<file path="config.mk">
export PLATFORM = sky130hd
export DESIGN_NAME = shuffle_top
export DESIGN_NICKNAME = d
export VERILOG_FILES = /design/src/source/shuffle_pkg.sv /design/src/source/shuffle_top.sv /design/src/source/cluster_fanout.sv /design/src/source/shuffle_stage.sv /design/src/source/load_tracker.sv
export SDC_FILE = /design/constraint.sdc
export NUM_CORES = 1
export LEC_CHECK = 0
export ABC_AREA = 1
export ABC_CLOCK_PERIOD_IN_PS = 7520
export BUFFER_PORTS_ARGS = -buffer_cell sky130_fd_sc_hd__buf_4
export CORE_MARGIN = 2
export CORE_UTILIZATION = 58
export CTS_CLUSTER_SIZE = 40
export DETAILED_ROUTE_END_ITERATION = 7
export GPL_TIMING_DRIVEN = 0
export MAX_ROUTING_LAYER = met4
export PLACE_DENSITY_LB_ADDON = 0.05
export SETUP_SLACK_MARGIN = 0.1
export SLEW_MARGIN = 20
export SYNTH_ARGS = -nofsm -noshare
export SYNTH_HDL_FRONTEND = slang
export SYNTH_SLANG_ARGS = --single-unit
</file>
<file path="constraint.sdc">
create_clock -name clk_i -period 7.52 [get_ports clk_i]
set_input_delay 1.128 -clock clk_i [delete_from_list [all_inputs] [get_ports clk_i]]
set_output_delay 1.128 -clock clk_i [all_outputs]
set_load 0.01 [all_outputs]
</file>
<file path="src/source/shuffle_pkg.sv">
// Shared definitions for the read-data shuffle network
// Holds the cluster geometry, the element-width encoding, the beat word
// and the stream payloads that run between tracker, stages and fan-out
package shuffle_pkg;

  ////////////////////
  // Geometry
  ////////////////////

  // Lanes inside one cluster
  localparam int unsigned NrLanes = 2;

  // Clusters fed from one memory port
  localparam int unsigned NrClusters = 2;

  // Slice of the beat that belongs to one cluster
  localparam int unsigned ClusterDataWidth = 64;

  // Full memory beat
  localparam int unsigned TotalDataWidth = NrClusters * ClusterDataWidth;

  // Block size doubles per stage, starting at NrLanes bits for mask loads
  // and ending below one cluster slice
  localparam int unsigned NumStages = $clog2(ClusterDataWidth / NrLanes);

  // Depth of the load command FIFO
  localparam int unsigned NumTrackers = 4;

  // Beats per load command
  localparam int unsigned BeatCntWidth = 8;

  ////////////////////
  // Element width
  ////////////////////

  // Encoded as log2 of the element size in bytes
  typedef enum logic [1:0] {
    E8  = 2'd0,
    E16 = 2'd1,
    E32 = 2'd2
  } vew_e;

  ////////////////////
  // Beat word
  ////////////////////

  // Stages permute the flat view
  // The fan-out reads one slice per cluster
  typedef union packed {
    logic [TotalDataWidth-1:0]                   flat;
    logic [NrClusters-1:0][ClusterDataWidth-1:0] cluster;
  } beat_u;

  ////////////////////
  // Stream payloads
  ////////////////////

  // Load command as issued by the vector load unit
  typedef struct packed {
    vew_e                    vew;
    // 1-bit elements, all stages active
    logic                    mask;
    // Number of memory beats in this load
    logic [BeatCntWidth-1:0] nbeats;
  } load_cmd_t;

  // Beat moving through the stage chain
  // Each stage looks only at its own enable bit
  typedef struct packed {
    beat_u                 data;
    logic [NumStages-1:0]  shuffle_en;
    // Final beat of the owning load command
    logic                  last;
  } stage_beat_t;

endpackage
</file>
<file path="src/source/shuffle_top.sv">
// Read-data shuffle network, top level
// Load tracker, a chain of NumStages registered shuffle stages and the
// per-cluster fan-out. A beat reaches the clusters NumStages cycles
// after it is taken from memory when nothing stalls.
`timescale 1ns/1ps

module shuffle_top import shuffle_pkg::*; (
  input  logic                                   clk_i,
  input  logic                                   rst_ni,

  // Load commands
  input  logic                                   cmd_valid_i,
  output logic                                   cmd_ready_o,
  input  load_cmd_t                              cmd_i,

  // Memory read beats
  input  logic                                   mem_valid_i,
  output logic                                   mem_ready_o,
  input  beat_u                                  mem_data_i,

  // Clusters
  output logic [NrClusters-1:0]                  cl_valid_o,
  input  logic [NrClusters-1:0]                  cl_ready_i,
  output logic [NrClusters-1:0][ClusterDataWidth-1:0] cl_data_o,
  output logic [NrClusters-1:0]                  cl_last_o
);

  // Link 0 leaves the tracker, link s+1 leaves stage s
  logic        [NumStages:0] link_valid;
  logic        [NumStages:0] link_ready;
  stage_beat_t [NumStages:0] link_beat;

  ////////////////////
  // Tracker
  ////////////////////

  load_tracker i_load_tracker (
    .clk_i       (clk_i),
    .rst_ni      (rst_ni),
    .cmd_valid_i (cmd_valid_i),
    .cmd_ready_o (cmd_ready_o),
    .cmd_i       (cmd_i),
    .mem_valid_i (mem_valid_i),
    .mem_ready_o (mem_ready_o),
    .mem_data_i  (mem_data_i),
    .out_valid_o (link_valid[0]),
    .out_ready_i (link_ready[0]),
    .out_beat_o  (link_beat[0])
  );

  ////////////////////
  // Stage chain
  ////////////////////

  // Block size doubles from one stage to the next
  for (genvar s = 0; s < NumStages; s++) begin : g_stage
    shuffle_stage #(
      .Scale (s)
    ) i_shuffle_stage (
      .clk_i       (clk_i),
      .rst_ni      (rst_ni),
      .in_valid_i  (link_valid[s]),
      .in_ready_o  (link_ready[s]),
      .in_beat_i   (link_beat[s]),
      .out_valid_o (link_valid[s+1]),
      .out_ready_i (link_ready[s+1]),
      .out_beat_o  (link_beat[s+1])
    );
  end

  ////////////////////
  // Fan-out
  ////////////////////

  cluster_fanout i_cluster_fanout (
    .clk_i      (clk_i),
    .rst_ni     (rst_ni),
    .in_valid_i (link_valid[NumStages]),
    .in_ready_o (link_ready[NumStages]),
    .in_beat_i  (link_beat[NumStages]),
    .cl_valid_o (cl_valid_o),
    .cl_ready_i (cl_ready_i),
    .cl_data_o  (cl_data_o),
    .cl_last_o  (cl_last_o)
  );

endmodule

</file>
<file path="src/source/cluster_fanout.sv">
// Per-cluster fan-out of the shuffled beat
// Every cluster gets its own slice with its own valid/ready pair.
// Clusters that already took their slice are masked off until the
// slowest one is done, then the beat retires upstream.
`timescale 1ns/1ps

module cluster_fanout import shuffle_pkg::*; (
  input  logic                                   clk_i,
  input  logic                                   rst_ni,

  // From the last shuffle stage
  input  logic                                   in_valid_i,
  output logic                                   in_ready_o,
  input  stage_beat_t                            in_beat_i,

  // Cluster side
  output logic [NrClusters-1:0]                  cl_valid_o,
  input  logic [NrClusters-1:0]                  cl_ready_i,
  output logic [NrClusters-1:0][ClusterDataWidth-1:0] cl_data_o,
  output logic [NrClusters-1:0]                  cl_last_o
);

  // Set once a cluster has taken the current slice
  logic [NrClusters-1:0] taken_q, taken_d;
  logic [NrClusters-1:0] cl_fire;

  ////////////////////
  // Cluster outputs
  ////////////////////

  assign cl_valid_o = {NrClusters{in_valid_i}} & ~taken_q;
  assign cl_fire    = cl_valid_o & cl_ready_i;

  // Slice c of the beat belongs to cluster c after the last stage
  always_comb begin
    for (int c = 0; c < NrClusters; c++) begin
      cl_data_o[c] = in_beat_i.data.cluster[c];
      cl_last_o[c] = in_beat_i.last;
    end
  end

  ////////////////////
  // Retire logic
  ////////////////////

  // Done once each cluster has either taken its slice earlier or takes it now
  assign in_ready_o = &(taken_q | cl_ready_i);

  always_comb begin
    taken_d = taken_q;
    if (in_valid_i) begin
      if (in_ready_o) begin
        // Beat leaves, next one starts fresh
        taken_d = '0;
      end else begin
        taken_d = taken_q | cl_fire;
      end
    end
  end

  always_ff @(posedge clk_i or negedge rst_ni) begin
    if (!rst_ni) begin
      taken_q <= '0;
    end else begin
      taken_q <= taken_d;
    end
  end

  // A slice handed over while others still stall is not offered again
  for (genvar c = 0; c < NrClusters; c++) begin : g_once
    a_no_repeat: assert property (@(posedge clk_i) disable iff (!rst_ni)
      cl_fire[c] && !in_ready_o |=> !cl_valid_o[c]);
  end

endmodule

</file>
<file path="src/source/shuffle_stage.sv">
// One stage of the read shuffle chain
// Swaps blocks of NrLanes << Scale bits inside groups of 2*NrClusters
// blocks when the beat's enable bit for this stage is set, then holds
// the result in a single-entry valid/ready register.
`timescale 1ns/1ps

module shuffle_stage import shuffle_pkg::*; #(
  parameter int unsigned Scale = 0
) (
  input  logic        clk_i,
  input  logic        rst_ni,

  input  logic        in_valid_i,
  output logic        in_ready_o,
  input  stage_beat_t in_beat_i,

  output logic        out_valid_o,
  input  logic        out_ready_i,
  output stage_beat_t out_beat_o
);

  // Block and group geometry of this stage
  localparam int unsigned BlockSize   = NrLanes << Scale;
  localparam int unsigned GroupBlocks = 2 * NrClusters;
  localparam int unsigned NumGroups   = TotalDataWidth / (BlockSize * GroupBlocks);

  stage_beat_t perm_beat;
  stage_beat_t beat_q;
  logic        valid_q;

  ////////////////////
  // Block permutation
  ////////////////////

  // Output block 2i+j of a group takes input block j*NrClusters+i
  // Blocks of even index gather towards the low clusters
  always_comb begin
    perm_beat = in_beat_i;
    if (in_beat_i.shuffle_en[Scale]) begin
      for (int unsigned k = 0; k < NumGroups; k++) begin
        for (int unsigned i = 0; i < NrClusters; i++) begin
          for (int unsigned j = 0; j < 2; j++) begin
            perm_beat.data.flat[(k*GroupBlocks + 2*i + j)*BlockSize +: BlockSize] =
              in_beat_i.data.flat[(k*GroupBlocks + j*NrClusters + i)*BlockSize +: BlockSize];
          end
        end
      end
    end
  end

  ////////////////////
  // Output register
  ////////////////////

  // Accept while empty or while the current beat leaves
  assign in_ready_o = !valid_q || out_ready_i;

  always_ff @(posedge clk_i or negedge rst_ni) begin
    if (!rst_ni) begin
      valid_q <= 1'b0;
    end else if (in_ready_o) begin
      valid_q <= in_valid_i;
    end
  end

  always_ff @(posedge clk_i) begin
    if (in_valid_i && in_ready_o) begin
      beat_q <= perm_beat;
    end
  end

  assign out_valid_o = valid_q;
  assign out_beat_o  = beat_q;

  // Stalled beats stay put until the next stage takes them
  a_hold_stalled: assert property (@(posedge clk_i) disable iff (!rst_ni)
    out_valid_o && !out_ready_i |=> out_valid_o && $stable(out_beat_o));

endmodule

</file>
<file path="src/source/load_tracker.sv">
// Load command tracker
// Queues load commands in a small circular FIFO and tags every memory
// beat with the stage enables of the head command. The beat that uses
// up the head command's beat count is marked last and retires it.
`timescale 1ns/1ps

module load_tracker import shuffle_pkg::*; (
  input  logic        clk_i,
  input  logic        rst_ni,

  // Load commands
  input  logic        cmd_valid_i,
  output logic        cmd_ready_o,
  input  load_cmd_t   cmd_i,

  // Memory read beats
  input  logic        mem_valid_i,
  output logic        mem_ready_o,
  input  beat_u       mem_data_i,

  // Towards stage 0
  output logic        out_valid_o,
  input  logic        out_ready_i,
  output stage_beat_t out_beat_o
);

  localparam int unsigned PtrWidth = $clog2(NumTrackers);
  localparam int unsigned CntWidth = $clog2(NumTrackers + 1);

  // Command storage
  // The head entry is rewritten with its remaining beats
  load_cmd_t [NumTrackers-1:0] cmd_mem_q;

  logic [PtrWidth-1:0] wr_ptr_q, wr_ptr_d;
  logic [PtrWidth-1:0] rd_ptr_q, rd_ptr_d;
  logic [CntWidth-1:0] cnt_q, cnt_d;

  load_cmd_t            head_cmd;
  logic                 fifo_empty;
  logic                 push;
  logic                 beat_fire;
  logic                 head_last;
  logic                 pop;
  logic [NumStages-1:0] stage_en;

  assign head_cmd   = cmd_mem_q[rd_ptr_q];
  assign fifo_empty = (cnt_q == '0);

  ////////////////////
  // Handshakes
  ////////////////////

  assign cmd_ready_o = (cnt_q != NumTrackers);
  assign push        = cmd_valid_i && cmd_ready_o;

  // Beats only flow while a command is there to describe them
  assign mem_ready_o = !fifo_empty && out_ready_i;
  assign out_valid_o = mem_valid_i && !fifo_empty;
  assign beat_fire   = mem_valid_i && mem_ready_o;

  // A zero count behaves like a single beat
  assign head_last = (head_cmd.nbeats <= 1);
  assign pop       = beat_fire && head_last;

  ////////////////////
  // Stage enables
  ////////////////////

  // Stage 3 swaps blocks of NrLanes bytes, so byte elements start there
  // Wider elements skip one more stage per doubling
  // Mask loads need every stage down to single bits
  always_comb begin
    for (int s = 0; s < NumStages; s++) begin
      stage_en[s] = head_cmd.mask || (s >= 3 + int'(head_cmd.vew));
    end
  end

  assign out_beat_o.data       = mem_data_i;
  assign out_beat_o.shuffle_en = stage_en;
  assign out_beat_o.last       = head_last;

  ////////////////////
  // FIFO pointers
  ////////////////////

  always_comb begin
    wr_ptr_d = wr_ptr_q;
    rd_ptr_d = rd_ptr_q;
    cnt_d    = cnt_q;

    if (push) begin
      wr_ptr_d = (wr_ptr_q == PtrWidth'(NumTrackers - 1)) ? '0 : wr_ptr_q + 1'b1;
    end
    if (pop) begin
      rd_ptr_d = (rd_ptr_q == PtrWidth'(NumTrackers - 1)) ? '0 : rd_ptr_q + 1'b1;
    end

    // Simultaneous push and pop keep the fill level
    if (push && !pop) begin
      cnt_d = cnt_q + 1'b1;
    end else if (pop && !push) begin
      cnt_d = cnt_q - 1'b1;
    end
  end

  always_ff @(posedge clk_i or negedge rst_ni) begin
    if (!rst_ni) begin
      wr_ptr_q <= '0;
      rd_ptr_q <= '0;
      cnt_q    <= '0;
    end else begin
      wr_ptr_q <= wr_ptr_d;
      rd_ptr_q <= rd_ptr_d;
      cnt_q    <= cnt_d;
    end
  end

  // Push and beat never hit the same entry since the FIFO is neither
  // empty on a beat nor full on a push
  always_ff @(posedge clk_i) begin
    if (push) begin
      cmd_mem_q[wr_ptr_q] <= cmd_i;
    end
    if (beat_fire) begin
      cmd_mem_q[rd_ptr_q].nbeats <= head_cmd.nbeats - 1'b1;
    end
  end

  // Every beat handed to stage 0 belongs to a queued command
  // The pointers differ, or they meet with the FIFO full
  a_beat_has_cmd: assert property (@(posedge clk_i) disable iff (!rst_ni)
    out_valid_o && out_ready_i |-> (wr_ptr_q != rd_ptr_q) || (cnt_q == NumTrackers));

endmodule

</file>
==> results of run 1 <==
area by class of cell:
cell class	count	area, um^2	area share (%)
Inverter	199	773	2.42
Sequential cell	712	21000	65.6
Buffer	85	394	1.23
Antenna cell	1	2.50	0.00782
Multi-Input combinational cell	989	4520	14.1
Clock buffer	95	1920	6.00
Clock inverter	30	246	0.771
Timing Repair Buffer	291	2380	7.46
Tap cell	600	751	2.35
sequential cells by signal, summed over array words and instances (netlist names), named ones only:
name                                 count
g_stage.i_shuffle_stage.out_beat_o     654
i_load_tracker.wr_ptr_q                  2
i_cluster_fanout.taken_q                 2
i_load_tracker.rd_ptr_q                  2
i_load_tracker.cnt_q                     3
g_stage.i_shuffle_stage.out_valid_o      5
i_load_tracker.cmd_mem_q                32
cells in the final DEF, fill, tap and decap left out, types with 14 or more instances in the layout:
master     synthesis  final
edfxtp_1         666    666
nand2_1          393    393
buf_4              4    282
o21ai_0          239    239
inv_1            192    189
nor2_1           139    137
a21oi_1          134    134
clkbuf_16          0     72
clkbuf_1          50     70
dfxtp_1           32     32
nand3_1           24     24
buf_2             17     17
dfrtp_1           14     14
cell usage after synthesis, drive strengths merged:
master / n / area share, %
nand2: 405 / 5.8
a31oi: 1 / 0.047
a21oi: 134 / 2.5
o21bai: 2 / 0.056
inv: 197 / 2.8
clkinv: 2 / 0.033
clkbuf: 51 / 0.72
fa: 1 / 0.075
buf: 34 / 0.76
or2: 2 / 0.047
o22ai: 2 / 0.047
dfrtp: 14 / 1.3
ha: 11 / 0.52
a32oi: 1 / 0.033
nor2: 147 / 2.2
xor2: 2 / 0.094
nand4: 1 / 0.047
o21ai: 251 / 4.8
nand3: 28 / 0.60
xnor2: 1 / 0.033
edfxtp: 666 / 75
dfxtp: 32 / 2.4
kinds of logic after synthesis:
group / count (synthesis) / synth area share [%]
AND/OR/NAND/NOR: 583 / 8.73
AO/OA/AOI/OAI: 391 / 7.47
buffers and inverters: 284 / 4.30
adder cells (fa/ha/maj): 12 / 0.592
XOR/XNOR: 3 / 0.127
flip-flops: 712 / 78.8
worst max-delay path: stages, from the launching register on:
cell      delay [ns]
dfrtp_1         0.47
inv_1           0.11
buf_2           0.23
nand3_1         0.15
nand2_2         0.10
ha_1            0.25
or2_2           0.30
nand2_1         0.07
nor2_1          0.05
nand2_2         0.13
clkinv_2        0.11
nand2_1         0.09
ha_1            0.15
inv_1           0.07
fa_1            0.39
a21oi_1         0.17
o21ai_0         0.12
xor2_1          0.16
per-stage QoR:
step / setup TNS [ns] / hold slack, ns / area, um^2
after floorplan: 0 / 0.400 / 26600
after global placement: -337.48 / 0.401 / 29500
after detailed placement: 0 / 0.405 / 29800
after CTS: 0 / 0.349 / 32000
after global routing: 0 / 0.370 / 32000
final: 0 / 0.373 / 32000
power by group through the flow:
stage                     Sequential (uW)  Combinational [uW]  Clock, uW
after global routing                 7940                5340       3500
after CTS                            7800                4860       3360
after floorplan                      7900                2520          0
after detailed placement             7860                4820          0
final                                7780                4840       3310
after global placement               8120                4510          0
metal layers:
metal	GRT usage [%]	share of wire, %	vias to the layer above
li1	-	-	7597
met1	36.3	40	7859
met2	46.7	50	682
met3	3.79	7.1	105
met4	10.2	2.9	0
met5	-	0	-
final timing paths:
kind	start	endpoint	cells past startpoint
max in group asynchronous	rst_ni	i_load_tracker.cnt_q[1]	1
worst min register to register	g_stage[1].i_shuffle_stage.out_beat_o[65]	g_stage[2].i_shuffle_stage.out_beat_o[65]	0
worst max register to register	i_load_tracker.rd_ptr_q[1]	i_load_tracker.cnt_q[2]	17
min in group clk_i	g_stage[1].i_shuffle_stage.out_beat_o[65]	g_stage[2].i_shuffle_stage.out_beat_o[65]	0
worst max-delay path	i_load_tracker.rd_ptr_q[1]	i_load_tracker.cnt_q[2]	17
worst min-delay path	rst_ni	g_stage[0].i_shuffle_stage.out_valid_o	1
==> impl_metrics.yaml, run 1 <==
grt:
  grt_max_degree: 98
  grt.total_usage_pct: 28.3
  globalRouteOverflowTotal: 0
  grt_antenna_before_repair: 1
  grt_pass1_vias: 16200
  grt_pass1_wl_um: 94400
sta:
  hold_viol: 0
  setup_viol: 0
  fin_ws_ns: 4.26
  period_needed_ns: 3.26
  max_freq_mhz: 307
  maxSlewViolCount: 0
  rsz0062_at_grt: "false"
  tightest_slew_ns: 0.851
  post-route-period-util_pct: 43.3
  finClkSkew_ns: 0.0244
  slew_headroom_pct: 43.2
logic_synthesis:
  ys_seq_area_share_pct: 78.8
  synthesis.nets: 2142
  synthCells: 1985
  ys_types: 38
  ys_ff_latch: 712
  postSynthAreaPerCell_um2: 13.4
  yosys_warnings: 0
  syn_area_mm2: 0.0266
run:
  drv_cap: 0
pwr:
  p_total_uw: 15900
  ir_drop_uv: 352
  power_frac_comb_pct: 30.4
  p_int_uw: 10500
  switching_power_uw: 5470
  leakage_uw: 0.0126
  seqPwrFrac_pct: 48.9
  p_sw_share_pct: 34.3
  clkPwrFrac_pct: 20.8
  pwr_density_cell_mw_per_mm2: 498
finish:
  final_cells: 3002
  drive_gt1_share_pct: 19.0
  fin_nets: 2506
  nFillCells: 3094
  utilization_pct: 70.5
  syn_to_final_growth_pct: 20.0
place:
  dp_hpwl_um: 46100
  place_congestion: 0.872
  post-place-ws_ns: 3.80
  dp_cells: 2876
  io_buffers: 278
die:
  die_x_um: 218
  num_rows: 78
  initial_core_util_pct: 58.7
  core_area_mm2: 0.0454
  dieArea_mm2: 0.0477
  ioPinCount: 279
  die_h_um: 218
clocking:
  clock-root-buffer: "clkbuf_16"
  cts.sinks: 712
  tritoncts: "yes"
  cts_resized: 0
  insertion_delay_ns: 0.60
  cts_setup_buffers: 0
  postCtsHoldBufs: 0
  path_clk_slew_ns: 0.06
  h-tree-depth: 3
  clockBufferDepth: 3
  numCtsBuffers: 71
setup_path:
  end_kind: "flop"
  cp.required_ns: 7.98
  crit_path_start_kind: "flop"
  worstSetupPathType: "flop to flop"
  cp_max_fo: 11
  crit_arrival_ns: 3.72
  rrSetupSlack_ns: 4.26
route:
  first_pass_iters: 5
  wirelength_um: 64100
  vias: 16200
  first_iter_violations: 1683
  drc: 0
  drt-wirelength-per-cell_um: 21.3
  drtAntennaViolNets: 0
  vias_per_cell: 5.41
hold_path:
  hp-class: "input pin to async pin"
status:
  outcome: "completed"
Power figures use the tool's default switching activity.
==> inputs of run 2 (changes only) <==
--- a/config.mk
+++ b/config.mk
@@ -5,11 +5,11 @@
 export SDC_FILE = /design/constraint.sdc
 export NUM_CORES = 1
 export LEC_CHECK = 0
-export ABC_AREA = 1
-export ABC_CLOCK_PERIOD_IN_PS = 7520
+export ABC_AREA = 0
+export ABC_CLOCK_PERIOD_IN_PS = 2700
 export BUFFER_PORTS_ARGS = -buffer_cell sky130_fd_sc_hd__buf_4
 export CORE_MARGIN = 2
-export CORE_UTILIZATION = 58
+export CORE_UTILIZATION = 53
 export CTS_CLUSTER_SIZE = 40
 export DETAILED_ROUTE_END_ITERATION = 7
 export GPL_TIMING_DRIVEN = 0
==> constraint.sdc (replaced) <==
create_clock -name clk_i -period 2.7 [get_ports clk_i]
set_input_delay 0.405 -clock clk_i [delete_from_list [all_inputs] [get_ports clk_i]]
set_output_delay 0.405 -clock clk_i [all_outputs]
set_load 0.01 [all_outputs]
==> impl_metrics.yaml, run 2 <==
status:
  outcome: "finished, violations left"
  violations: "negative setup slack"
die:
  core_area_mm2: 0.0490
  die_x_um: 227
  ioPinCount: 279
  dieArea_mm2: 0.0514
  initial_core_util_pct: 53.7
  num_rows: 81
  die_h_um: 227
logic_synthesis:
  yosys_warnings: 0
  ys_top_cells_by_area: "edfxtp_1 76%, mux2_2 13%, dfxtp_1 2.4%"
  synth_area_leader_cell: "edfxtp_1"
  ys_types: 39
  synthesis.nets: 1401
  synthCells: 1244
  ys_ff_latch: 712
  yosysTopAreaCellShare_pct: 76.0
  ys_seq_area_share_pct: 79.8
  yosysMostFrequentCell: "edfxtp_1"
  synth_edf_count: 666
  ys_top_cells_by_count: "666 x edfxtp_1, 294 x mux2_2, 64 x mux2i_1, 32 x dfxtp_1, 29 x clkbuf_1"
  postSynthAreaPerCell_um2: 21.1
  syn_area_mm2: 0.0263
  async_reset_ff_share_pct: 1.97
  synth-main-ff-cell: "edfxtp_1"
setup_path:
  cp_max_fo: 6
  crit_slowest_cell: "mux4_2"
  slowest_delay_ns: 0.56
  startpoint: "i_load_tracker.rd_ptr_q[0]"
  r2r_start: "i_load_tracker.rd_ptr_q[0]"
  critical_path.most_common_cell: "inv_2"
  worstSetupPathType: "flop to flop"
  cp.required_ns: 3.17
  crit_chain: "buf_12 -> mux4_2 -> nor4_4 -> nor4b_4 -> and2_4 -> inv_2 -> ha_4 -> inv_2 -> fa_2 -> mux2_4"
  end_kind: "flop"
  crit_arrival_ns: 3.41
  crit_path_start_kind: "flop"
grt:
  grt_antenna_before_repair: 10
  grt_max_degree: 52
  grt_pass1_wl_um: 79600
  grt.total_usage_pct: 22.2
  globalRouteOverflowTotal: 0
  grt_pass1_vias: 13000
finish:
  syn_to_final_growth_pct: 25.2
  final_common_cell: "edfxtp_1"
  final_cells: 2427
  final_cell_mix: "666 x edfxtp_1, 293 x mux2_2, 289 x buf_4"
  largest_reg_flops: 654
  drive_gt1_share_pct: 42.7
  fin_nets: 1854
sta:
  period_needed_ns: 2.94
  maxSlewViolCount: 0
  tightest_slew_ns: 1.10
  finClkSkew_ns: 0.0149
  fin_ws_ns: -0.243
  finalSetupTns_ns: -0.355
  slew_headroom_pct: 26.9
  rsz0062_at_grt: "true"
  setup_viol: 2
  max_freq_mhz: 340
  post-route-period-util_pct: 109
  hold_viol: 0
clocking:
  clockBufferDepth: 3
  h-tree-depth: 3
  numCtsBuffers: 73
  cts.sinks: 712
  tritoncts: "yes"
  path_clk_slew_ns: 0.06
  clock-root-buffer: "clkbuf_16"
  insertion_delay_ns: 0.60
route:
  first_iter_violations: 893
  vias: 12700
  first_pass_iters: 5
  vias_per_cell: 5.23
  drt-wirelength-per-cell_um: 22.5
  wirelength_um: 54600
  drtAntennaViolNets: 0
  drc: 0
pwr:
  pwr_density_cell_mw_per_mm2: 1330
  leakage_uw: 0.0122
  p_total_uw: 43800
  ir_drop_uv: 832
hold_path:
  hp-class: "input pin to flop"
  worstHoldStart: "cl_ready_i[0]"
place:
  dp_hpwl_um: 35900
  post-place-ws_ns: -0.851
  io_buffers: 278
  place_congestion: 0.769
  dp_cells: 2205
run:
  drv_cap: 0
-- run 2: changes by cell type in the layout (fill, tap and decap cells not counted), sizes merged, moves of 21 or more --
cell         change
o21ai          -247
mux2i           +64
nand2          -391
dlygate4sd3     +68
a21oi          -130
nor2           -135
mux2           +321
inv            -186
clkbuf          -21
nand3           -25
-- run 2: layer usage --
| metal | routed length [um] | track usage [%] |
|---|---|---|
| met2 | 27300 | 35.8 |
| met3 | 3430 | 4.89 |
| met4 | 1200 | 7.11 |
| met5 | 0 | - |
| met1 | 22700 | 28.4 |
-- run 2: path summary, 6_finish.rpt --
path	end	slack, ns	depth (start not counted)
max	i_load_tracker.cnt_q[1]	-0.24	10
min	i_cluster_fanout.taken_q[1]	0.1	4
max reg2reg	i_load_tracker.cnt_q[1]	-0.24	10
min reg2reg	g_stage[3].i_shuffle_stage.out_beat_o[129]	0.41	0
max in group asynchronous	i_load_tracker.rd_ptr_q[0]	2.30	2
min in group asynchronous	i_cluster_fanout.taken_q[0]	0.21	2
-- run 2: final cells by class --
type | instances | area [um^2]
fill | 3254 | 16000
sequential | 712 | 21000
clock inverter | 38 | 299
tap | 664 | 831
inverter | 14 | 52.6
clock buffer | 95 | 2060
multi-input combinational | 480 | 5180
buffer | 39 | 190
antenna | 8 | 20.0
timing repair buffer | 377 | 3300
-- run 2: worst max-delay path: cells and delay by family, from the launching register on --
family,cells,cell delay [ns]
flip-flops,1,0.40
multiplexers,2,0.83
buffers and inverters,3,0.22
adder cells (fa/ha/maj),2,0.57
AND/OR/NAND/NOR,3,0.79
-- run 2: metrics by stage --
step	hold slack (ns)	util (%)	cell area [um^2]
global route	0.0909	67.3	32900
detailed placement	0.271	60.7	29700
finish	0.0955	67.3	32900
floorplan	0.109	-	26300
CTS	0.0577	67.1	32800
global placement	0.265	59.8	29300
-- run 2: cell families (layout without fill, tap and decap cells) --
| group | after synthesis | count (layout) | synth area share, % |
|---|---|---|---|
| other | 0 | 8 | 0 |
| muxes | 396 | 396 | 17.1 |
| AOI/OAI and AO/OA | 12 | 12 | 0.276 |
| adders and majority gates | 12 | 12 | 0.599 |
| and+or+nand+nor | 50 | 51 | 1.08 |
| xor gates and xnor gates | 9 | 9 | 0.300 |
| buffers and inverters | 53 | 563 | 0.832 |
| DFF | 712 | 712 | 79.8 |
-- run 2: timing repair --
item | in CTS | in global routing
resized for setup | 17 | 6
endpoints found under the hold margin | 90 | 0
pin swaps | 4 | 6
endpoints found under the setup margin | 59 | 5
hold buffers | 68 | 0
cloned | 0 | 1
setup buffers | 8 | 4
-- run 2: where the power goes --
| group | internal (uW) | switching [uW] |
|---|---|---|
| clock network | 5840 | 3990 |
| logic | 5910 | 6770 |
| registers | 19400 | 1890 |
